[src/logic/array_pkg.sv]
// Array package with transducer count and the per-transducer value widths
`default_nettype none

package array_pkg;

  localparam int num_trans = 16;

  typedef logic [$clog2(num_trans)-1:0] trans_idx_t;

  // Carrier cycle, also the width of the silencer step
  typedef logic [12:0] cycle_t;

  typedef logic [15:0] delay_t;

endpackage

`default_nettype wire

[src/logic/regmap_pkg.sv]
// Register map package with bus widths, register addresses and control bits
`default_nettype none

package regmap_pkg;

  typedef logic [15:0] word_t;      // One bus and memory word
  typedef logic [9:0]  bus_addr_t;  // CPU address, top bit picks the delay memory
  typedef logic [8:0]  ram_addr_t;  // Register memory address

  localparam int bus_dly_sel_bit = 9;
  localparam int ram_rd_latency  = 2;  // Address in to data out, in cycles

  localparam logic [7:0] version_num  = 8'h87;
  localparam logic [7:0] feature_bits = 8'h00;
  localparam word_t      version_word = {feature_bits, version_num};

  // ##################################################
  // Register addresses
  localparam ram_addr_t addr_ctl_reg          = 9'h000;
  localparam ram_addr_t addr_fpga_info        = 9'h001;
  localparam ram_addr_t addr_ec_sync_time_0   = 9'h011;
  localparam ram_addr_t addr_ec_sync_time_1   = 9'h012;
  localparam ram_addr_t addr_ec_sync_time_2   = 9'h013;
  localparam ram_addr_t addr_ec_sync_time_3   = 9'h014;
  localparam ram_addr_t addr_mod_cycle        = 9'h020;
  localparam ram_addr_t addr_mod_freq_div_0   = 9'h021;
  localparam ram_addr_t addr_mod_freq_div_1   = 9'h022;
  localparam ram_addr_t addr_version          = 9'h03f;
  localparam ram_addr_t addr_silent_cycle     = 9'h040;
  localparam ram_addr_t addr_silent_step      = 9'h041;
  localparam ram_addr_t addr_stm_cycle        = 9'h050;
  localparam ram_addr_t addr_stm_freq_div_0   = 9'h051;
  localparam ram_addr_t addr_stm_freq_div_1   = 9'h052;
  localparam ram_addr_t addr_sound_speed_0    = 9'h053;
  localparam ram_addr_t addr_sound_speed_1    = 9'h054;
  localparam ram_addr_t addr_cycle_base       = 9'h100;  // One word per transducer

  // ##################################################
  // Bits of the control word
  localparam int ctl_legacy_mode_bit   = 0;
  localparam int ctl_force_fan_bit     = 4;
  localparam int ctl_op_mode_bit       = 5;
  localparam int ctl_stm_gain_mode_bit = 6;
  localparam int ctl_sync_bit          = 8;

endpackage

`default_nettype wire

[src/logic/delay_mirror.sv]
// Delay mirror that holds the delay RAM and scans it into the delay output array
`default_nettype none
`timescale 1ns/1ps

module delay_mirror import regmap_pkg::*, array_pkg::*; (
  input  logic       CLK,
  input  logic       reset,
  input  logic       wr_en,
  input  trans_idx_t wr_addr,
  input  word_t      wr_data,
  output delay_t     delay_m [num_trans]
);

  trans_idx_t rd_idx;   // Slot requested from the RAM
  trans_idx_t set_idx;  // Slot that takes rd_data, lags by the read latency
  word_t      rd_data;

  function automatic trans_idx_t next_idx(input trans_idx_t idx);
    return (idx == trans_idx_t'(num_trans - 1)) ? '0 : idx + 1'b1;
  endfunction

  dual_port_ram #(
    .addr_width($bits(trans_idx_t))
  ) u_dly_ram (
    .CLK    (CLK),
    .en_a   (wr_en),
    .we_a   (wr_en),
    .addr_a (wr_addr),
    .wdata_a(wr_data),
    .rdata_a(),
    .en_b   (1'b1),
    .we_b   (1'b0),
    .addr_b (rd_idx),
    .wdata_b('0),
    .rdata_b(rd_data)
  );

  always_ff @(posedge CLK) begin
    if (reset) begin
      rd_idx  <= '0;
      set_idx <= trans_idx_t'(num_trans - ram_rd_latency);
      for (int i = 0; i < num_trans; i++) begin
        delay_m[i] <= '0;
      end
    end else begin
      rd_idx           <= next_idx(rd_idx);
      set_idx          <= next_idx(set_idx);
      delay_m[set_idx] <= delay_t'(rd_data);
    end
  end

  assert property (@(posedge CLK) disable iff (reset)
    ((int'(rd_idx) + num_trans - int'(set_idx)) % num_trans) == ram_rd_latency)
    else $error("Delay scan indices out of step with the RAM latency");

endmodule

`default_nettype wire

[src/logic/dual_port_ram.sv]
// True dual-port RAM with a registered address and registered output per port
`default_nettype none
`timescale 1ns/1ps

module dual_port_ram import regmap_pkg::*; #(
  parameter int addr_width = 9
) (
  input  logic                  CLK,
  input  logic                  en_a,
  input  logic                  we_a,
  input  logic [addr_width-1:0] addr_a,
  input  word_t                 wdata_a,
  output word_t                 rdata_a,
  input  logic                  en_b,
  input  logic                  we_b,
  input  logic [addr_width-1:0] addr_b,
  input  word_t                 wdata_b,
  output word_t                 rdata_b
);

  word_t                 mem [2**addr_width];
  logic [addr_width-1:0] addr_a_q;
  logic [addr_width-1:0] addr_b_q;

  always_ff @(posedge CLK) begin
    if (en_a) begin
      if (we_a) begin
        mem[addr_a] <= wdata_a;
      end
      addr_a_q <= addr_a;
    end
    if (en_b) begin
      if (we_b) begin
        mem[addr_b] <= wdata_b;  // Later write, so port B wins a collision
      end
      addr_b_q <= addr_b;
    end
    rdata_a <= mem[addr_a_q];
    rdata_b <= mem[addr_b_q];
  end

endmodule

`default_nettype wire

[config.mk]
export PLATFORM = sky130hd
export DESIGN_NAME = delay_mirror
export DESIGN_NICKNAME = d
export VERILOG_FILES = /design/src/logic/array_pkg.sv /design/src/logic/regmap_pkg.sv /design/src/logic/delay_mirror.sv /design/src/logic/dual_port_ram.sv
export SDC_FILE = /design/constraint.sdc
export NUM_CORES = 1
export LEC_CHECK = 0
export ABC_AREA = 1
export BUFFER_PORTS_ARGS = -buffer_cell sky130_fd_sc_hd__clkbuf_2
export CORE_UTILIZATION = 62
export CTS_BUF_LIST = sky130_fd_sc_hd__clkbuf_2
export DETAILED_ROUTE_END_ITERATION = 10
export HOLD_SLACK_MARGIN = 0.06
export PLACE_DENSITY = 0.95
export SYNTH_ARGS = -nofsm -noshare
export SYNTH_HDL_FRONTEND = slang
export SYNTH_HIERARCHICAL = 1
export SYNTH_SLANG_ARGS = --single-unit
[constraint.sdc]
create_clock -name CLK -period 3 [get_ports CLK]
set_input_delay 0.3 -clock CLK [delete_from_list [all_inputs] [get_ports CLK]]
set_output_delay 0.3 -clock CLK [all_outputs]
set_load 0.01 [all_outputs]
### After elaboration in Yosys (flattened, before gate mapping)

Memories as Yosys holds them, arrays and structs flattened. A register that Yosys moved wholly into a read port is not among the register bits.
Index checks and enable logic that the tools add are counted.

| operators by class | value |
|---|---|
| add/subtract/negate cells | 2 |
| order comparisons | 2 |
| equal/unequal tests | 2 |
| mux-type cells | 6 |
| bitwise logic cells | 1 |
| reduce and logical (&&, ||, !) cells | 3 |

Operator list:

| operator | count |
|---|---|
| $bwmux 256 | 1 |
| $demux 16 s4 | 1 |
| $mux 16 | 1 |
| $add 4x1->4 const B | 2 |
| $eq 4x4->1 const B | 2 |
| $ge 5x5->1 const B | 1 |
| $lt 5x1->1 const B | 1 |
| $not 4->5 | 1 |
| $mux 4 | 1 |
| $reduce_or 2->1 | 2 |
| $mux 1 | 2 |
| $logic_and 1x1->1 | 1 |

| word-level totals | value |
|---|---|
| register bits after elaboration | 268 |
| RAM bits | 256 |
| output and inout port bits | 256 |
| memories kept | 1 |

Memory list:

| memory | words | width | read ports | clocked after memory_dff | wr ports | line | text |
|---|---|---|---|---|---|---|---|
| u_dly_ram.mem | 16 | 16 | 1 | 1 | 1 | dual_port_ram.sv:21 | `word_t mem [2**addr_width];` |

### Depth between registers and ports, before layout

| depth | value |
|---|---|
| depth after elaboration | 6 |
| gate-level depth with buffers | 8 |

### Hierarchy

Netlist, hierarchy kept.

By module, submodules not included:

| module | times used | cells an instance | area each (um^2) | seq. area each (um^2) |
|---|---|---|---|---|
| dual_port_ram | 1 | 2,345 | 17,244.0 | 8,568.2 |
| delay_mirror | 1 | 1,658 | 10,842.9 | 5,285.1 |

### Worst setup path before layout

OpenSTA, ideal clock, no wires.

| path | value |
|---|---|
| path type | input -> register |
| from | input port wr_en |
| to | memory u_dly_ram/mem[3][0] (netlist bit), enable pin |
| arrival | 1,761 ps |
| path slack | 828 ps |
| stages on the path | 4 |
| path buffers | 0 |
| cells stage by stage | nand2_1 > inv_1 > nand3_1 > o21ai_0 |

| on the way | value |
|---|---|
| word-level cells in the longest chain between the ends | 2 |

RTL lines:

| item | line | text |
|---|---|---|
| start, declared | delay_mirror.sv:8 | `input logic wr_en,` |
| $mux 1 | dual_port_ram.sv:26 | `if (en_a) begin` |
| $mux 1 (not written as such) | dual_port_ram.sv:28 | `mem[addr_a] <= wdata_a;` |
| end, declared | dual_port_ram.sv:21 |  |

Every way passes these cells.

### Worst setup path in the final report

| path | value |
|---|---|
| from | input port wr_en |
| to | memory u_dly_ram/mem[3][3] (netlist bit), enable pin |

The elaborated chain is that of the path after synthesis.

==> results.tsv <==
metric	value	unit
h-tree-depth	4	
final_critical_delay_including_setup_and_external_delays	2390	ps
route.detailed.drc	2	
crit_fanout	7	
cts_tree	done	
finalHoldViolCount	0	
rsz0062_at_grt	no	
yosysWarnings	6	
post_cts.resized_instances	0	
power.share.switching	32.5	%
postRouteAntennaNets	0	
outcome	complete, but fails checks	
synthesized_area_divided_by_synthesized_cell_count	7.36	sq um
number_of_global_route_vias_before_repair	21840	
worst_hold_path_type	in -> reg	
grt_pass1_wl	113000	um
fin_setup_tns	0	ps
endpoint_kind	flip-flop	
globalplace.congestion	0.907	
vdd_ir_drop_max	0.000324	V
fill_cells	2878	
post_synth_instance_area	25300	sq um
power.share.clock	30.7	%
sw_power	0.00538	W
globalRouteOverflowTotal	0	
design.portCount	279	
clkSinkCount	540	
first_pass_iters	10	
crit_path_cell_trace	dlygate4sd3_1 > clkbuf_2 > nand2_1 > inv_1 > nand3_1 > dlygate4sd3_1 > o21ai_2 > dlygate4sd3_1	
critPathSlowestCell	sky130_fd_sc_hd__dlygate4sd3_1	
setup-violations-final	0	
timing.final.max_slew_violations	170	
place_hpwl	44000	um
antenna_found_initial	2	
post-cts-setup-buffers	0	
root_buffer_selected_by_cts	sky130_fd_sc_hd__clkbuf_2	
max-clock-path-buffers	3	
layout.nets	3723	
critPathKind	in -> reg	
p_per_area	582	nW/um^2
worst_pin_slew	1620	ps
power.static_leakage	14.7	nW
initialDrtViolationCount	3239	
power.share.sequential	51.6	%
layout-drive-gt1-share	15.4	%
fp.dieArea	41600	sq um
period_utilization	79.6	%
failed_checks	design-rule violations, max-slew violations	
track_usage	35.1	%
floorplan.die.width	204	um
per_cell_via_count_in_the_routed_design	5.52	
max-slew-margin-rel	-8.14	%
finalClockSkew	103	ps
drt_wl_total	74400	um
route.detailed.wl_per_inst	17.3	um
cts_inserted_buffers	138	
power.internal	0.0112	W
fp-row-count	73	
worstPathArrival	3080	ps
areaGrowthSynthToFinish	12.4	%
postLayoutCoreUtil	71.0	%
worst_skew_pair.late_latency	1090	ps
synthCells	3432	
drv.max_cap_violation_count	0	
worst-endpoint-required	3690	ps
power.share.combinational	17.7	%
buffer_ports.inserted	278	
via_count	23806	
critical_path.startpoint_type	primary input	
worst_setup_hold_path_clk_slew	120	ps
critical-path-max-stage-delay	920	ps
grt_max_degree	129	
core_area	40000	sq um
max_freq	0.419	GHz
die_height	204	um
cp_common_cell	sky130_fd_sc_hd__dlygate4sd3_1	
floorplan.initialDensity	63.2	%
-- critical path, delay by kind of cell --
kind                   cells  cell delay, ps
AO/OA/AOI/OAI              1             210
buffers and inverters      5            2360
AND/OR/NAND/NOR            2             190
-- state kept, by name, indices dropped and copies added (netlist names) --
signal              count
delay_m               256
rd_idx                  4
u_dly_ram/addr_b_q      4
u_dly_ram/rdata_b      16
u_dly_ram/mem         256
set_idx                 4
-- metal layers --
| layer | GRT usage (%) | vias to the layer above | routed length (um) |
|---|---|---|---|
| li1 | - | 11146 | - |
| met1 | 42.9 | 10535 | 25900 |
| met2 | 56.0 | 1747 | 34000 |
| met3 | 7.97 | 378 | 9860 |
| met4 | 22.6 | 0 | 4570 |
| met5 | 0 | - | 0 |
-- worst paths after layout --
kind | start | slack, ps | end | depth (start not counted)
setup / recovery | wr_en | 610 | u_dly_ram/mem[3][3]$_DFFE_PP_ | 8
hold / removal | wr_data[12] | 270 | u_dly_ram/mem[4][12]$_DFFE_PP_ | 4
setup reg to reg | set_idx[0]$_SDFF_PP0_ | 910 | delay_m[119]$_SDFFE_PP0P_ | 6
hold reg to reg | delay_m[238]$_SDFFE_PP0P_ | 490 | delay_m[238]$_SDFFE_PP0P_ | 2
-- power groups by stage --
stage	combinational (W)	sequential, W	clock, W
after detailed placement	0.00278	0.00869	0
after floorplan	0.00176	0.00871	0
final	0.00293	0.00854	0.00508
after global routing	0.00322	0.00858	0.00553
after global placement	0.00269	0.00867	0
after CTS	0.00284	0.00852	0.00510
-- cell type report --
| class | instances | area, sq um | area share (%) |
|---|---|---|---|
| Clock buffer | 210 | 1050 | 3.70 |
| Inverter | 506 | 1910 | 6.71 |
| Clock inverter | 18 | 169 | 0.595 |
| Antenna cell | 2 | 5.00 | 0.0176 |
| Tap cell | 525 | 657 | 2.31 |
| Multi-Input combinational cell | 2147 | 9020 | 31.7 |
| Sequential cell | 540 | 13400 | 47.2 |
| Timing Repair Buffer | 362 | 2190 | 7.72 |
-- metrics by stage --
step           instances  power (W)  hold slack (ps)  worst slack, ps  area (sq um)
3_3_place_gp        4052     0.0114              457             1050         26900
4_1_cts             4308     0.0165              186              833         28400
3_5_place_dp        4052     0.0115              469              963         26900
6_report            4310     0.0165              272              613         28400
2_1_floorplan       3452     0.0105              372              828         25300
5_1_grt             4310     0.0173              257              670         28400
-- timing repair --
| item | 4_1_cts | 5_1_grt |
|---|---|---|
| hold buffers | 28 | 0 |
| endpoints found under the hold margin | 671 | 0 |
| endpoints found under the setup margin | 0 | 0 |
-- placed cells by master (no fill, tap or decap), drive strengths merged --
master,n
nor2,462
o21ai,273
xnor2,1
or2,1
inv,508
nand2,1006
clkinv,10
ha,5
clkinvlp,3
diode,2
clkbuf,488
bufinv,3
nand3,308
nand4,1
dfxtp,280
dlygate4sd3,28
nor3,4
a21oi,64
conb,22
buf,56
edfxtp,260
Note: power is estimated with default switching activity, not from simulation.
