**config.mk**
```make
export PLATFORM = sky130hd
export DESIGN_NAME = param_controller
export DESIGN_NICKNAME = d
export VERILOG_FILES = /design/src/logic/array_pkg.sv /design/src/logic/regmap_pkg.sv /design/src/logic/param_controller.sv
export SDC_FILE = /design/constraint.sdc
export NUM_CORES = 1
export LEC_CHECK = 0
export ABC_AREA = 1
export CAP_MARGIN = 20
export CORE_AREA = 3 3 201 203
export CTS_BUF_LIST = sky130_fd_sc_hd__clkbuf_4 sky130_fd_sc_hd__clkbuf_8
export CTS_CLUSTER_SIZE = 24
export DETAILED_ROUTE_END_ITERATION = 16
export DIE_AREA = 0 0 204 206
export DONT_BUFFER_PORTS = 1
export GPL_ROUTABILITY_DRIVEN = 1
export PLACE_DENSITY = 0.63
export SLEW_MARGIN = 30
export SYNTH_ARGS = -nofsm -noshare
export SYNTH_HDL_FRONTEND = slang
export SYNTH_SLANG_ARGS = --single-unit
```
**constraint.sdc**
```tcl
create_clock -name CLK -period 3.3 [get_ports CLK]
set_input_delay 0.66 -clock CLK [delete_from_list [all_inputs] [get_ports CLK]]
set_output_delay 0.66 -clock CLK [all_outputs]
set_load 0.01 [all_outputs]
```
**src/logic/array_pkg.sv**
```systemverilog
// Array package with transducer count and the per-transducer value widths
`default_nettype none

package array_pkg;

  localparam int num_trans = 16;

  typedef logic [$clog2(num_trans)-1:0] trans_idx_t;

  // Carrier cycle, also the width of the silencer step
  typedef logic [12:0] cycle_t;

  typedef logic [15:0] delay_t;

endpackage

`default_nettype wire

```
**src/logic/regmap_pkg.sv**
```systemverilog
// Register map package with bus widths, register addresses and control bits
`default_nettype none

package regmap_pkg;

  typedef logic [15:0] word_t;      // One bus and memory word
  typedef logic [9:0]  bus_addr_t;  // CPU address, top bit picks the delay memory
  typedef logic [8:0]  ram_addr_t;  // Register memory address

  localparam int bus_dly_sel_bit = 9;
  localparam int ram_rd_latency  = 2;  // Address in to data out, in cycles

  localparam logic [7:0] version_num  = 8'h87;
  localparam logic [7:0] feature_bits = 8'h00;
  localparam word_t      version_word = {feature_bits, version_num};

  // ##################################################
  // Register addresses
  localparam ram_addr_t addr_ctl_reg          = 9'h000;
  localparam ram_addr_t addr_fpga_info        = 9'h001;
  localparam ram_addr_t addr_ec_sync_time_0   = 9'h011;
  localparam ram_addr_t addr_ec_sync_time_1   = 9'h012;
  localparam ram_addr_t addr_ec_sync_time_2   = 9'h013;
  localparam ram_addr_t addr_ec_sync_time_3   = 9'h014;
  localparam ram_addr_t addr_mod_cycle        = 9'h020;
  localparam ram_addr_t addr_mod_freq_div_0   = 9'h021;
  localparam ram_addr_t addr_mod_freq_div_1   = 9'h022;
  localparam ram_addr_t addr_version          = 9'h03f;
  localparam ram_addr_t addr_silent_cycle     = 9'h040;
  localparam ram_addr_t addr_silent_step      = 9'h041;
  localparam ram_addr_t addr_stm_cycle        = 9'h050;
  localparam ram_addr_t addr_stm_freq_div_0   = 9'h051;
  localparam ram_addr_t addr_stm_freq_div_1   = 9'h052;
  localparam ram_addr_t addr_sound_speed_0    = 9'h053;
  localparam ram_addr_t addr_sound_speed_1    = 9'h054;
  localparam ram_addr_t addr_cycle_base       = 9'h100;  // One word per transducer

  // ##################################################
  // Bits of the control word
  localparam int ctl_legacy_mode_bit   = 0;
  localparam int ctl_force_fan_bit     = 4;
  localparam int ctl_op_mode_bit       = 5;
  localparam int ctl_stm_gain_mode_bit = 6;
  localparam int ctl_sync_bit          = 8;

endpackage

`default_nettype wire

```
**src/logic/param_controller.sv**
```systemverilog
// Parameter controller that refreshes settings, writes status and runs the sync sequence
`default_nettype none
`timescale 1ns/1ps

module param_controller import regmap_pkg::*, array_pkg::*; (
  input  logic        CLK,
  input  logic        reset,
  input  logic        thermo,
  output ram_addr_t   ram_addr,
  output logic        ram_we,
  output word_t       ram_wdata,
  input  word_t       ram_rdata,
  output word_t       ctl_reg,
  output word_t       cycle_m,
  output logic [31:0] freq_div_m,
  output word_t       cycle_s,
  output cycle_t      step_s,
  output word_t       cycle_stm,
  output logic [31:0] freq_div_stm,
  output logic [31:0] sound_speed,
  output logic [63:0] ecat_sync_time,
  output cycle_t      cycle [num_trans],
  output logic        sync_set
);

  // Each state requests one address and takes the data requested three states before
  typedef enum logic [4:0] {
    st_req_wr_ver,
    st_req_rd_ctl,
    st_rejoin_req_wr_info,
    st_rejoin_req_mod_cycle,
    st_rd_ctl_req_mod_div_0,
    st_wr_info_req_mod_div_1,
    st_rd_mod_cycle_req_silent_cycle,
    st_rd_mod_div_0_req_silent_step,
    st_rd_mod_div_1_req_stm_cycle,
    st_rd_silent_cycle_req_stm_div_0,
    st_rd_silent_step_req_stm_div_1,
    st_rd_stm_cycle_req_speed_0,
    st_rd_stm_div_0_req_speed_1,
    st_rd_stm_div_1_req_ctl,
    st_rd_speed_0_req_wr_info,
    st_rd_speed_1_req_mod_cycle,
    st_req_sync_0,
    st_req_sync_1,
    st_req_sync_2,
    st_req_sync_3_rd_sync_0,
    st_req_cycle_0_rd_sync_1,
    st_req_cycle_1_rd_sync_2,
    st_req_cycle_2_rd_sync_3,
    st_rd_cycle
  } state_t;

  state_t     state;
  trans_idx_t set_cnt;  // Cycle table slot being stored

  always_ff @(posedge CLK) begin
    if (reset) begin
      state          <= st_req_wr_ver;
      ram_addr       <= '0;
      ram_we         <= 1'b0;
      ram_wdata      <= '0;
      ctl_reg        <= '0;
      cycle_m        <= '0;
      freq_div_m     <= '0;
      cycle_s        <= '0;
      step_s         <= '0;
      cycle_stm      <= '0;
      freq_div_stm   <= '0;
      sound_speed    <= '0;
      ecat_sync_time <= '0;
      sync_set       <= 1'b0;
      set_cnt        <= '0;
      for (int i = 0; i < num_trans; i++) begin
        cycle[i] <= '0;
      end
    end else begin
      sync_set <= 1'b0;
      case (state)
        // ##################################################
        // Start up and rejoin
        st_req_wr_ver: begin
          ram_we    <= 1'b1;
          ram_addr  <= addr_version;
          ram_wdata <= version_word;
          state     <= st_req_rd_ctl;
        end
        st_req_rd_ctl: begin
          ram_we   <= 1'b0;
          ram_addr <= addr_ctl_reg;
          state    <= st_rejoin_req_wr_info;
        end
        st_rejoin_req_wr_info: begin
          ram_we    <= 1'b1;
          ram_addr  <= addr_fpga_info;
          ram_wdata <= word_t'({15'd0, thermo});
          state     <= st_rejoin_req_mod_cycle;
        end
        st_rejoin_req_mod_cycle: begin
          ram_we   <= 1'b0;
          ram_addr <= addr_mod_cycle;
          state    <= st_rd_ctl_req_mod_div_0;
        end
        // ##################################################
        // Run loop, twelve states
        st_rd_ctl_req_mod_div_0: begin
          ctl_reg <= ram_rdata;
          if (ram_rdata[ctl_sync_bit]) begin
            ram_we    <= 1'b1;  // Write back with sync bit cleared
            ram_addr  <= addr_ctl_reg;
            ram_wdata <= ram_rdata & ~(word_t'(1) << ctl_sync_bit);
            state     <= st_req_sync_0;
          end else begin
            ram_addr <= addr_mod_freq_div_0;
            state    <= st_wr_info_req_mod_div_1;
          end
        end
        st_wr_info_req_mod_div_1: begin
          ram_addr <= addr_mod_freq_div_1;
          state    <= st_rd_mod_cycle_req_silent_cycle;
        end
        st_rd_mod_cycle_req_silent_cycle: begin
          ram_addr <= addr_silent_cycle;
          cycle_m  <= ram_rdata;
          state    <= st_rd_mod_div_0_req_silent_step;
        end
        st_rd_mod_div_0_req_silent_step: begin
          ram_addr         <= addr_silent_step;
          freq_div_m[15:0] <= ram_rdata;
          state            <= st_rd_mod_div_1_req_stm_cycle;
        end
        st_rd_mod_div_1_req_stm_cycle: begin
          ram_addr          <= addr_stm_cycle;
          freq_div_m[31:16] <= ram_rdata;
          state             <= st_rd_silent_cycle_req_stm_div_0;
        end
        st_rd_silent_cycle_req_stm_div_0: begin
          ram_addr <= addr_stm_freq_div_0;
          cycle_s  <= ram_rdata;
          state    <= st_rd_silent_step_req_stm_div_1;
        end
        st_rd_silent_step_req_stm_div_1: begin
          ram_addr <= addr_stm_freq_div_1;
          step_s   <= ram_rdata[$bits(cycle_t)-1:0];
          state    <= st_rd_stm_cycle_req_speed_0;
        end
        st_rd_stm_cycle_req_speed_0: begin
          ram_addr  <= addr_sound_speed_0;
          cycle_stm <= ram_rdata;
          state     <= st_rd_stm_div_0_req_speed_1;
        end
        st_rd_stm_div_0_req_speed_1: begin
          ram_addr           <= addr_sound_speed_1;
          freq_div_stm[15:0] <= ram_rdata;
          state              <= st_rd_stm_div_1_req_ctl;
        end
        st_rd_stm_div_1_req_ctl: begin
          ram_addr            <= addr_ctl_reg;
          freq_div_stm[31:16] <= ram_rdata;
          state               <= st_rd_speed_0_req_wr_info;
        end
        st_rd_speed_0_req_wr_info: begin
          ram_we            <= 1'b1;
          ram_addr          <= addr_fpga_info;
          ram_wdata         <= word_t'({15'd0, thermo});
          sound_speed[15:0] <= ram_rdata;
          state             <= st_rd_speed_1_req_mod_cycle;
        end
        st_rd_speed_1_req_mod_cycle: begin
          ram_we             <= 1'b0;
          ram_addr           <= addr_mod_cycle;
          sound_speed[31:16] <= ram_rdata;
          state              <= st_rd_ctl_req_mod_div_0;
        end
        // ##################################################
        // Sync sequence
        st_req_sync_0: begin
          ram_we   <= 1'b0;
          ram_addr <= addr_ec_sync_time_0;
          state    <= st_req_sync_1;
        end
        st_req_sync_1: begin
          ram_addr <= addr_ec_sync_time_1;
          state    <= st_req_sync_2;
        end
        st_req_sync_2: begin
          ram_addr <= addr_ec_sync_time_2;
          state    <= st_req_sync_3_rd_sync_0;
        end
        st_req_sync_3_rd_sync_0: begin
          ram_addr             <= addr_ec_sync_time_3;
          ecat_sync_time[15:0] <= ram_rdata;
          state                <= st_req_cycle_0_rd_sync_1;
        end
        st_req_cycle_0_rd_sync_1: begin
          ram_addr              <= addr_cycle_base;
          ecat_sync_time[31:16] <= ram_rdata;
          state                 <= st_req_cycle_1_rd_sync_2;
        end
        st_req_cycle_1_rd_sync_2: begin
          ram_addr              <= ram_addr_t'(ram_addr + 1'b1);
          ecat_sync_time[47:32] <= ram_rdata;
          state                 <= st_req_cycle_2_rd_sync_3;
        end
        st_req_cycle_2_rd_sync_3: begin
          ram_addr              <= ram_addr_t'(ram_addr + 1'b1);
          ecat_sync_time[63:48] <= ram_rdata;
          set_cnt               <= '0;
          state                 <= st_rd_cycle;
        end
        st_rd_cycle: begin
          cycle[set_cnt] <= ram_rdata[$bits(cycle_t)-1:0];
          if (set_cnt == trans_idx_t'(num_trans - 1)) begin
            ram_addr <= addr_ctl_reg;  // Refetch for the loop after rejoin
            sync_set <= 1'b1;
            state    <= st_rejoin_req_wr_info;
          end else begin
            ram_addr <= ram_addr_t'(ram_addr + 1'b1);
            set_cnt  <= set_cnt + 1'b1;
          end
        end
        default: state <= st_req_wr_ver;
      endcase
    end
  end

  assert property (@(posedge CLK) disable iff (reset) sync_set |=> !sync_set)
    else $error("sync_set held for more than one cycle");

  // Writes only follow the version, status and sync clear requests
  assert property (@(posedge CLK) disable iff (reset)
    ram_we |-> $past(state) inside {st_req_wr_ver, st_rejoin_req_wr_info,
                                    st_rd_speed_0_req_wr_info, st_rd_ctl_req_mod_div_0})
    else $error("Register RAM written from an unexpected state");

endmodule

`default_nettype wire

```
Word-level counts from Yosys, hierarchy flattened
Cells that the tools add are included.
Word-level totals
  register bits after elaboration: 481
  input port bits: 19
  output and inout bits: 472
  word-level logic and storage cells: 102
Operators by class
  add/subtract/negate cells: 2
  magnitude comparators: 2
  eq/ne operators: 27
  muxes and demuxes: 16
  bitwise operators: 2
  reduce and logical (&&, ||, !) cells: 16
Operator list (number)
  208-bit bitwise mux: 1
  9-bit one-hot mux with 20 select lines: 1
  5-bit one-hot mux with 23 select lines: 1
  13-bit demux with 4-bit select: 1
  16-bit one-hot mux with 3 select lines: 1
  5-bit by 4-bit equality test with 1-bit output, second input constant: 8
  5-bit equality test, second input constant: 8
  5-bit by 3-bit equality test with 1-bit output, second input constant: 4
  20-bit nonzero test: 1
  16-bit 2-to-1 mux: 1
  13-bit 2-to-1 mux: 1
  5-bit by 2-bit equality test with 1-bit output, second input constant: 2
  5-bit 2-to-1 mux: 2
  2-bit OR reduction: 5
  9-bit by 1-bit adder with 9-bit output, second input constant: 1
  9-bit 2-to-1 mux: 1
  4-bit one-hot mux with 2 select lines: 1
  6-bit 2-to-1 mux: 1
  2-bit inequality test, second input constant: 3
  2-bit AND reduction: 3
  3-bit nonzero test: 2
  5-bit by 1-bit equality test with 1-bit output, second input constant: 1
  5-bit >= comparator, second input constant: 1
  5-bit logical NOT: 1
  other kinds (12): 13

Longest topological paths before layout
Gate-level depths: netlist of run 1.
  depth in word-level cells: 6
  depth in mapped cells: 11
  depth with buffers taken out: 10

Worst setup path before layout of run 1
No wires, ideal clock.
  path type: input-to-reg
  start point: input port reset
  end point: register cycle[178] in the netlist's numbering
  library setup time: 0.070 ns
  arrival: 1.572 ns
  required time: 3.230 ns
  path slack: 1.658 ns
  cell stages on the path: 6
  buffers on the path: 3
  path through: clkbuf_1 -> clkinv_1 -> clkbuf_1 -> clkbuf_1 -> o21ai_0 -> a21oi_1
RTL lines
  from (decl): RTL line param_controller.sv:7  | input logic reset,
  to (signal, indexed assignment): RTL line param_controller.sv:212  | cycle[set_cnt] <= ram_rdata[$bits(cycle_t)-1:0];
  to (decl): RTL line param_controller.sv:22  | output cycle_t cycle [num_trans],

Final worst setup path of run 1
  start point: register state[4]
  end point: register ram_addr[4]
Between the ends
  longest elaborated chain between the ends: 3
  elaborated cells on any way between the ends: 30
  those cells by class: eq/ne: 23; mux: 1; reduce/logical: 6
RTL lines
  from (decl): RTL line param_controller.sv:54  | state_t state;
  from (signal assigned): RTL line param_controller.sv:59  | state <= st_req_wr_ver;
  from (signal assigned): RTL line param_controller.sv:86  | state <= st_req_rd_ctl;
  from (signal assigned): RTL line param_controller.sv:91  | state <= st_rejoin_req_wr_info;
  5-bit equality test (tied with other cells): RTL line param_controller.sv:79  | case (state)
  2-bit OR reduction (no line)
  9-bit one-hot mux with 20 select lines or 20-bit nonzero test (tied branches)
  to (signal assigned): RTL line param_controller.sv:84  | ram_addr <= addr_version;
  to (signal assigned): RTL line param_controller.sv:90  | ram_addr <= addr_ctl_reg;
  to (signal assigned): RTL line param_controller.sv:95  | ram_addr <= addr_fpga_info;
  to (decl): RTL line param_controller.sv:9  | output ram_addr_t ram_addr,
Parallel ways exist; a longest one is shown, timed or not.
A chain may end at the register's enable or synchronous reset.

==> results of run 1 <==
==> routing by layer <==
layer / vias up / wire length (um)
met3: 104 / 7765
met4: 0 / 1731
li1: 7049 / -
met2: 740 / 27310
met1: 6859 / 23530
met5: - / 0
==> cell families after synthesis <==
group | after synthesis | share of synthesized area (%)
AO/OA/AOI/OAI | 711 | 20.63
AND/OR/NAND/NOR | 655 | 15.47
flip-flops | 480 | 55.40
buffers and inverters | 342 | 7.914
adder cells (fa/ha/maj) | 5 | 0.3607
XOR/XNOR | 4 | 0.2020
other | 1 | 0.02162
==> final cells by class <==
class / count / area (um^2)
Fill cell: 3765 / 19480
Sequential cell: 480 / 9609
Timing Repair Buffer: 29 / 230.2
Multi-Input combinational cell: 1376 / 6365
Clock inverter: 14 / 161.4
Tap cell: 518 / 648.1
Clock buffer: 120 / 1495
Antenna cell: 1 / 2.502
Inverter: 173 / 658.1
==> path summary, 6_finish.rpt <==
kind | slack (ns) | start | cells past startpoint | endpoint
max | 0.83 | state[4] | 8 | ram_addr[4]
min | 0.11 | reset | 1 | ecat_sync_time[57]
max reg2reg | 0.83 | state[4] | 8 | ram_addr[4]
min reg2reg | 0.49 | ecat_sync_time[3] | 2 | ecat_sync_time[3]
==> critical path, cell delays in order, from the launching register on <==
cell,delay [ns]
dfxtp_1,0.64
inv_2,0.23
nand3_1,0.53
nand2_1,0.15
nor2_1,0.20
nand2_1,0.09
nor2_1,0.35
a21oi_1,0.12
nor2_1,0.11
==> power by group through the flow <==
stage,Combinational [uW],Clock [uW],Sequential [uW]
final,517,5470,5960
after global routing,584,5830,5960
after CTS,510,5580,5960
after detailed placement,509,0,6090
after global placement,507,0,6090
after floorplan,444,0,6050
==> cell usage after synthesis (2+ instances only) <==
master | count | area, um^2
dfxtp_1 | 480 | 9609
ha_1 | 5 | 62.56
nand2_1 | 112 | 420.4
nor2_2 | 7 | 43.79
clkinv_1 | 3 | 11.26
nand3_1 | 72 | 360.4
nor3_1 | 7 | 35.03
nor2_1 | 436 | 1637
xor2_1 | 4 | 35.03
inv_1 | 154 | 578.1
o211ai_1 | 3 | 22.52
o21ai_0 | 425 | 2127
nand4_1 | 4 | 25.02
buf_4 | 6 | 45.04
buf_6 | 6 | 67.56
nand3_2 | 11 | 110.1
inv_2 | 15 | 56.30
nand2_2 | 3 | 18.77
nor2_4 | 2 | 22.52
buf_2 | 16 | 80.08
clkbuf_1 | 141 | 529.3
a21oi_1 | 274 | 1371
o21ai_1 | 2 | 10.01
a31oi_1 | 5 | 31.28
==> through the flow <==
step	instance area [um^2]	hold slack [ns]	setup WS, ns
after detailed placement	17510	0.4836	0.9081
after floorplan	17340	0.4677	1.658
after global routing	19170	0.06078	0.5765
final	19170	0.1059	0.8307
after CTS	19170	0.03565	0.8815
after global placement	17510	0.4781	0.8812
==> summary.md, run 1 <==
| Metric | Value |
|---|---|
| Largest Register | cycle |
| Synth-to-Final Area Change | 10.52% |
| Unrepaired setup endpoints after global routing | false |
| Num Clock Sinks | between 400 and 500 |
| Top Registers | cycle (208), ecat_sync_time (64) |
| Mapped Nets | about 2200 |
| Commonest non-fill, non-tap cell in the layout | dfxtp_1 |
| Total core area | between 30000 and 40000 um^2 |
| WL final | 60330 um |
| Critical path class | reg2reg |
| Synthesized area | around 17000 um^2 |
| Initial DRT Pass Iterations | 5 |
| Tcrit/Tclk final | between 70% and 80% |
| First-pass GRT wire length | 88070 um |
| Synth Flop Type | dfxtp_1 |
| Peak VDD IR | between 0.4 and 0.5 mV |
| # IOs | approximately 500 |
| Routed vias | between 10000 and 15000 |
| H-tree depth | 3 |
| Met1 Use GR | about a third |
| Top Usage Layer GRT | met2 |
| Layout cells sized above 1 | 9.398% |
| Worst-Margin Slew | a little over 0.7 ns |
| Warnings from Yosys | 0 |
| Clk pwr share | 45.8% |
| Distinct cells, synth | 29 |
| Global Route Usage Sum | 27.47% |
| Post-synth EDFFs | 0 |
| Worst min-delay path category | in2reg |
| Row cnt | 72 |
| Non-Filler Instances | around 2700 |
| Clock Tree Buf Depth | 3 |
| DRT antenna net count | 0 |
| Wire per inst | between 20 and 25 um |
| Post-CTS Setup Inserts | 0 |
| Status | complete, no violations |
| Sequential element share of the synthesized area | between 50% and 60% |
| Die width | 204 um |
| Synth Register Bits | 480 |
| Switch share | a little under a quarter |
| WP data required | between 3 and 4 ns |
| Most frequent cells in the layout | dfxtp_1 (480), nor2_1 (435), o21ai_0 (425), a21oi_1 (274), inv_1 (154) |
| M3 GR Usage | 11.47% |
| Initial antenna violation count | 2 |
| Die Y | 206 um |
| Initial core utilization | 44.88% |
| Nets | 2162 |
| Tot Pwr | 11950 uW |
| Vias per inst | between 5 and 6 |
| GPL Wtd Cong | ~0.90 |
| Slew headroom | about half |
| Post-Synthesis Cells | ~2200 |
| Die area | between 40000 and 50000 um^2 |
| Final setup viols | 0 |
| CTS resizes | 0 |
| Final max-slew violation count | 0 |
| Final Hold Fails | 0 |
| Internal Power | a little over 9000 uW |
| Total gr overflow | 0 |
| Worst setup SP type | flip-flop |
| PD cells | around 620 nW/um^2 |
| TNS Setup | 0 ns |
| CTS tree | done |
| Dpl hpwl | between 30000 and 40000 um |
| Asr flop ratio synth | 0% |
| Fin crit period | 2.469 ns |
| Fmax | 405.0 MHz |
| Starting DRC count in detailed routing | approximately 1100 |
| Comb pwr share | 4.3% |
| P_leak | roughly 0.0072 uW |
| Power share of the sequential group | 49.9% |
| Clock buffer count from CTS | 78 |
| Largest net degree at the start of global routing | ~130 |
| Max FFs per register | 208 |
| Post-route DRC violation count | 0 |
| Skew-Pair Late Insertion Delay | about 0.63 ns |
| Finished Core Util | about 50% |
| Vias in the first global route | about 14000 |
| Max_cap viols | 0 |
| Port Buffer Count | 0 |
| Skew final | between 0.015 and 0.02 ns |
| Reg clk slew, reported paths | 0.07 ns |
| Worst setup EP type | flip-flop |
| CP max FO | 15 |
| Syn Area/Cell | 7.891 um^2 |
| Dpl cells | about 2600 |
| CTS Hold Bufs | 0 |
| P_sw | 2829 uW |
| Worst EP arrival | 3.03 ns |
| GR Util met2 | 43.46% |
| Root buf cell | clkbuf_8 |
Note: power is estimated with default switching activity, not from simulation.
==> run 2: changes to the inputs <==
Clock period 3.3 ns to 2.56 ns, I/O delays scaled along.
==> run 2 against run 1 <==
  * Maximum frequency increased by 1.7%
  * Critical endpoint is now ctl_reg[12]
  * Clock-buffer cell count rose by 8
  * Critical path depth is 1 lower
  * Sequential cell count unchanged
  * Largest cell class unchanged
  * Highest routed layer is now met5
==> summary.md, run 2 (synthesis gave the netlist of run 1 again) <==
| Metric | Value |
|---|---|
| Status | complete, no violations |
| Worst min-delay path category | in2reg |
| Routed vias | 14940 (+1.3%) |
| Worst setup EP type | flip-flop |
| CP Cell Sequence | nand2_1 > nor2_1 > nand2_1 > buf_4 > nand2_1 > a21oi_1 > dlygate4sd3_1 |
| Internal Power | 11860 uW (+30%) |
| Die Y | 206 um (unchanged) |
| WP data required | 3.08 ns (-0.78 ns) |
| Dpl cell area | 17620 um^2 (+0.61%) |
| Num Clock Sinks | 480 (unchanged) |
| Reg clk slew, reported paths | 0.07 ns (about the same) |
| Total gr overflow | 0 (unchanged) |
| CP delay by family, top | simple AND/OR/NAND/NOR gates |
| Power share of the sequential group | 49.1% (-0.8 points) |
| Post-layout instance area | 19510 um^2 (+1.8%) |
| Worst setup SP type | flip-flop |
| CP max-delay cell | dlygate4sd3_1 |
| P_sw | 3768 uW (+33%) |
| Critical path class | reg2reg |
| Post-CTS Setup Inserts | 0 (unchanged) |
| Skew-Pair Late Insertion Delay | 0.63 ns (about the same) |
| Nets | 2188 (+1.2%) |
| P_leak | 0.007357 uW (+2.3%) |
| TNS Setup | 0 ns (unchanged) |
| Commonest non-fill, non-tap cell in the layout | dfxtp_1 |
| CP max FO | 10 (-5) |
| Clock Tree Buf Depth | 3 (unchanged) |
| Top Registers | cycle (208), ecat_sync_time (64) |
| Most common cell on crit path | nand2_1 |
| Initial core utilization | 44.88% (unchanged) |
| H-tree depth | 3 (unchanged) |
| CP Buf/Inv Count | 2 (+1) |
| Die area | 42020 um^2 (unchanged) |
| Fmax | 411.8 MHz (+1.7%) |
| Comb pwr share | 4.8% (+0.5 points) |
| Die width | 204 um (unchanged) |
| Port Buffer Count | 0 (unchanged) |
| GPL Wtd Cong | 0.8686 (-3.5%) |
| Area of the multi-input gates | 6372 um^2 (+0.12%) |
| Switch share | 24.10% (+0.43 points) |
| Root buf cell | clkbuf_8 |
| Tcrit/Tclk final | 94.86% (+20 points) |
| Worst EP arrival | 2.95 ns (-0.08 ns) |
| WL final | 63950 um (+6.0%) |
| Initial DRT Pass Iterations | 6 (+1) |
| Final Hold Fails | 0 (unchanged) |
| Largest Register | cycle |
| Initial antenna violation count | 2 (unchanged) |
| Final max-slew violation count | 0 (unchanged) |
| # IOs | 491 (unchanged) |
| Row cnt | 72 (unchanged) |
| Wire per inst | 23.30 um (+4.7%) |
| Most frequent cells in the layout | dfxtp_1 (479), nor2_1 (435), o21ai_0 (425), a21oi_1 (274), inv_1 (154) |
| Final setup viols | 0 (unchanged) |
| Non-Filler Instances | 2744 (+1.2%) |
| CP peak stage delay | 0.56 ns (-0.08 ns) |
| CTS tree | done |
| Worst-Margin Slew | 0.6572 ns (-0.06669 ns) |
| Register area | 9610 um^2 (about the same) |
| Post-route DRC violation count | 0 (unchanged) |
| Dpl hpwl | 39400 um (+1.1%) |
| Layout cells sized above 1 | 10.20% (+0.80 points) |
| PD cells | 801.3 nW/um^2 (+29%) |
| Total core area | 38650 um^2 (unchanged) |
| Fill cell count | 3697 (-1.8%) |
| Unrepaired setup endpoints after global routing | false |
| Fin crit period | 2.428 ns (-0.04095 ns) |
| Skew final | 0.01864 ns (+0.0002467 ns) |
| Clk pwr share | 46.0% (+0.2 points) |
| Clock buffer count from CTS | 79 (+1.3%) |
| Vias in the first global route | 13890 (+1.8%) |
| Peak VDD IR | 0.4057 mV (-0.24%) |
| First-pass GRT wire length | 91560 um (+4.0%) |
| Slew headroom | 56.14% (+4.5 points) |
| Max_cap viols | 0 (unchanged) |
| DRT antenna net count | 0 (unchanged) |
| Global Route Usage Sum | 29.11% (+1.6 points) |
| Largest net degree at the start of global routing | 112 (-15%) |
| Max FFs per register | 208 (unchanged) |
| Synth-to-Final Area Change | 12.48% |
| Vias per inst | 5.445 (about the same) |
| Starting DRC count in detailed routing | 1124 (+0.54%) |
| Dpl cells | 2587 (+0.43%) |
-- run 2: cell types whose count changed in the layout (fill, tap and decap cells not counted), sizes merged --
cell / change
buf: +12
bufinv: -2
clkbuf: +8
clkinv: +1
clkinvlp: +1
dlygate4sd3: +13
-- run 2: worst paths after layout --
| kind | startpoint | end | slack (ns) | cells after the start |
|---|---|---|---|---|
| worst max-delay path | state[2] | ctl_reg[12] | 0.13 | 7 |
| worst min-delay path | ram_rdata[1] | ecat_sync_time[49] | 0.05 | 2 |
| worst max register to register | state[2] | ctl_reg[12] | 0.13 | 7 |
| worst min register to register | cycle[54] | cycle[54] | 0.49 | 2 |
-- run 2: repair_timing --
action | in CTS | in global routing
resized for setup | 0 | 2
setup endpoints to repair | 0 | 11
hold buffers | 14 | 0
hold endpoints to repair | 76 | 0
-- run 2: layout make-up --
cell class | count | share of cell area [%]
multi-input combinational | 1376 | 32.66
clock buffer | 128 | 8.293
inverter | 173 | 3.374
timing repair buffer | 54 | 2.501
sequential | 480 | 49.26
antenna | 1 | 0.01283
clock inverter | 14 | 0.5708
tap | 518 | 3.322
-- run 2: power by group through the flow --
| stage | clock network [uW] | registers, uW | logic [uW] |
|---|---|---|---|
| 4_1_cts | 7340 | 7680 | 742 |
| 3_5_place_dp | 0 | 7850 | 677 |
| 6_report | 7200 | 7680 | 751 |
| 5_1_grt | 7670 | 7680 | 834 |
| 2_1_floorplan | 0 | 7800 | 573 |
| 3_3_place_gp | 0 | 7840 | 670 |
-- run 2: metrics by stage --
step           total power (uW)  worst slack [ns]  utilization, %  hold slack [ns]
2_1_floorplan              8370            0.9603               -           0.4677
3_3_place_gp               8513            0.3104           45.59           0.4776
3_5_place_dp               8523            0.2439           45.59           0.4847
4_1_cts                   15760            0.2037           50.45        0.0004592
5_1_grt                   16190          0.005114           50.47          0.02271
6_report                  15630            0.1316           50.48          0.05044
-- run 2: per-layer routing --
| metal | global-route usage (%) | part of all wire (%) | vias up | wire length (um) |
|---|---|---|---|---|
| met5 | 0 | 0.061 | - | 39 |
| met4 | 12.90 | 3.7 | 2 | 2357 |
| met3 | 13.15 | 13 | 137 | 8374 |
| met2 | 46.12 | 45 | 727 | 29040 |
| met1 | 34.11 | 38 | 6965 | 24130 |
| li1 | - | - | 7109 | - |
==> run 3: changes to the inputs <==
Settings changed: CORE_AREA 3 3 201 203 to 10 10 208 210, DIE_AREA 0 0 204 206 to 0 0 218 220, HOLD_SLACK_MARGIN from default to 0.12, SETUP_SLACK_MARGIN from default to 0.1.
==> run 3 against run 2 <==
  * Combinational power is 22% higher
  * Setup slack gained 0.21 ns
  * Global-route usage decreased by 2.9 points
  * Wire length increased by 3.2%
  * Clock skew up 0.0038 ns
  * Utilization decreased by 0.63 points
  * Cell count grew 0.11%
  * Sequential cell count did not move
  * Maximum frequency is 9.3% higher
  * Via count increased by 0.59%
  * Die area is 14% higher
==> summary.md, run 3 (synthesis gave the netlist of run 1 again) <==
| Metric | Value |
|---|---|
| Fmax | 450.0 MHz (+9.3%) |
| Final Hold Fails | 0 (unchanged) |
| Status | complete, no violations |
| Critical path class | reg2reg |
| Peak VDD IR | 0.5073 mV (+25%) |
| Final max-slew violation count | 0 (unchanged) |
| Worst setup EP type | flip-flop |
| TNS Setup | 0 ns (unchanged) |
| Dpl hpwl | 42490 um (+7.8%) |
| Wire per inst | 24.03 um (+3.1%) |
| Die area | 47960 um^2 (+14%) |
| Worst slack at placement | 0.2725 ns (+0.02854 ns) |
| P_leak | 0.007397 uW (+0.54%) |
| Skew final | 0.02241 ns (+0.003774 ns) |
| Starting DRC count in detailed routing | 1587 (+41%) |
| Total gr overflow | 0 (unchanged) |
| Setup ws final | 0.3378 ns (+0.2061 ns) |
| Die width | 218 um (+6.9%) |
| Tcrit/Tclk final | 86.81% (-8.1 points) |
| Clock buffer count from CTS | 78 (-1.3%) |
| First-pass GRT wire length | 94560 um (+3.3%) |
| Row cnt | 73 (+1.4%) |
| WL final | 66020 um (+3.2%) |
| CP max FO | 25 (+15) |
| Initial DRT Pass Iterations | 5 (-1) |
| WP data required | 3.10 ns (+0.02 ns) |
| Worst setup SP type | flip-flop |
| DRT antenna net count | 0 (unchanged) |
| Fill cell count | 3787 (+2.4%) |
| Vias in the first global route | 13760 (-0.97%) |
| Post-route DRC violation count | 0 (unchanged) |
| Global Route Usage Sum | 26.17% (-2.9 points) |
| Max_cap viols | 0 (unchanged) |
| # IOs | 491 (unchanged) |
| R2r setup slk | 0.34 ns (+0.21 ns) |
| PD cells | 799.2 nW/um^2 (-0.26%) |
| Initial core utilization | 44.16% (-0.72 points) |
| Skew-Pair Late Insertion Delay | 0.62 ns (about the same) |
| Largest net degree at the start of global routing | 105 (-6.3%) |
| Worst min-delay path category | in2reg |
| Dpl cells | 2597 (+0.39%) |
| Most frequent cells in the layout | dfxtp_1 (480), nor2_1 (435), o21ai_0 (425), a21oi_1 (274), inv_1 (154) |
| Vias per inst | 5.471 (+0.48%) |
| Clock Tree Buf Depth | 3 (unchanged) |
| Top Registers | cycle (208), ecat_sync_time (64) |
| Die Y | 220 um (+6.8%) |
| Layout cells sized above 1 | 10.31% (+0.10 points) |
| Worst EP arrival | 2.77 ns (-0.18 ns) |
| Total core area | 39280 um^2 (+1.6%) |
| Largest Register | cycle |
| Reg clk slew, reported paths | 0.06 ns (about the same) |
| Unrepaired setup endpoints after global routing | false |
| Routed vias | 15030 (+0.59%) |
| Final setup viols | 0 (unchanged) |
| Ant diodes | 0 (-1) |
| GPL Wtd Cong | 0.9271 (+6.7%) |
| Num Clock Sinks | 480 (unchanged) |
| Root buf cell | clkbuf_8 |
| Port Buffer Count | 0 (unchanged) |
| H-tree depth | 3 (unchanged) |
| Max FFs per register | 208 (unchanged) |
| Worst-Margin Slew | 1.092 ns (+0.4350 ns) |
| Fin crit period | 2.222 ns (-0.2061 ns) |
| Initial antenna violation count | 2 (unchanged) |
| Nets | 2195 (+0.32%) |
| Post-CTS Setup Inserts | 0 (unchanged) |
| Commonest non-fill, non-tap cell in the layout | dfxtp_1 |
| CTS tree | done |
| Slew headroom | 26.95% (-29 points) |
| Synth-to-Final Area Change | 12.88% |
| Non-Filler Instances | 2747 (+0.11%) |
[run 3: changes by cell type in the layout (fill, tap and decap cells not counted), moves of 3 or more]
cell and delta:
dlygate4sd3_1 -5, buf_4 +3, buf_16 +3, clkinvlp_4 -3
bufinv_16 +3, buf_12 +5, clkinv_2 +3, clkbuf_8 -12
[run 3: critical path: stages, from the launching register on]
cell and delay (ns):
dfxtp_1 0.43, inv_2 0.10, nor2_2 0.21, nand2_1 0.14
nor2_4 0.13, buf_4 0.31, nand3_1 0.10, dlygate4sd3_1 0.58
a21oi_1 0.13
[run 3: power by group]
part	total (uW)	internal, uW	switching (uW)
Sequential	7680	7550	134
Combinational	916	239	677
Clock	7050	3990	3060
[run 3: cell type report]
cell class                 instances  area (um^2)  area share (%)
clock buffer                     114         1438           7.343
clock inverter                    17        193.9          0.9905
inverter                         173        658.1           3.361
multi-input combinational       1376         6370           32.53
sequential                       480         9609           49.08
tap                              525        656.9           3.355
timing repair buffer              62        653.1           3.336
[run 3: repair_timing]
item                                    in CTS  in global routing
gates resized for setup                      0                  1
endpoints found under the setup margin       0                 12
hold buffers                                19                  0
endpoints found under the hold margin      366                  0
[run 3: worst paths after layout]
path | startpoint | end | depth (start not counted)
worst max-delay path | state[2] | ram_wdata[10] | 8
worst min-delay path | reset | ram_wdata[10] | 2
worst max register to register | state[2] | ram_wdata[10] | 8
worst min register to register | cycle[56] | cycle[56] | 2
[run 3: routing by layer]
| metal | up-vias | routed length [um] | track usage (%) |
|---|---|---|---|
| li1 | 7109 | - | - |
| met1 | 7081 | 25370 | 30.72 |
| met2 | 724 | 30090 | 41.34 |
| met3 | 110 | 8922 | 12.56 |
| met4 | 4 | 1608 | 8.540 |
| met5 | - | 27 | 0 |
[run 3: through the flow]
step / util, % / power [uW] / instance area, um^2 / hold WS, ns
2_1_floorplan: - / 8370 / 17340 / 0.4677
3_3_place_gp: 44.94 / 8524 / 17650 / 0.4841
3_5_place_dp: 44.94 / 8528 / 17650 / 0.4886
4_1_cts: 49.86 / 15730 / 19580 / 0.1855
5_1_grt: 49.85 / 16170 / 19580 / 0.2169
6_report: 49.85 / 15650 / 19580 / 0.2319
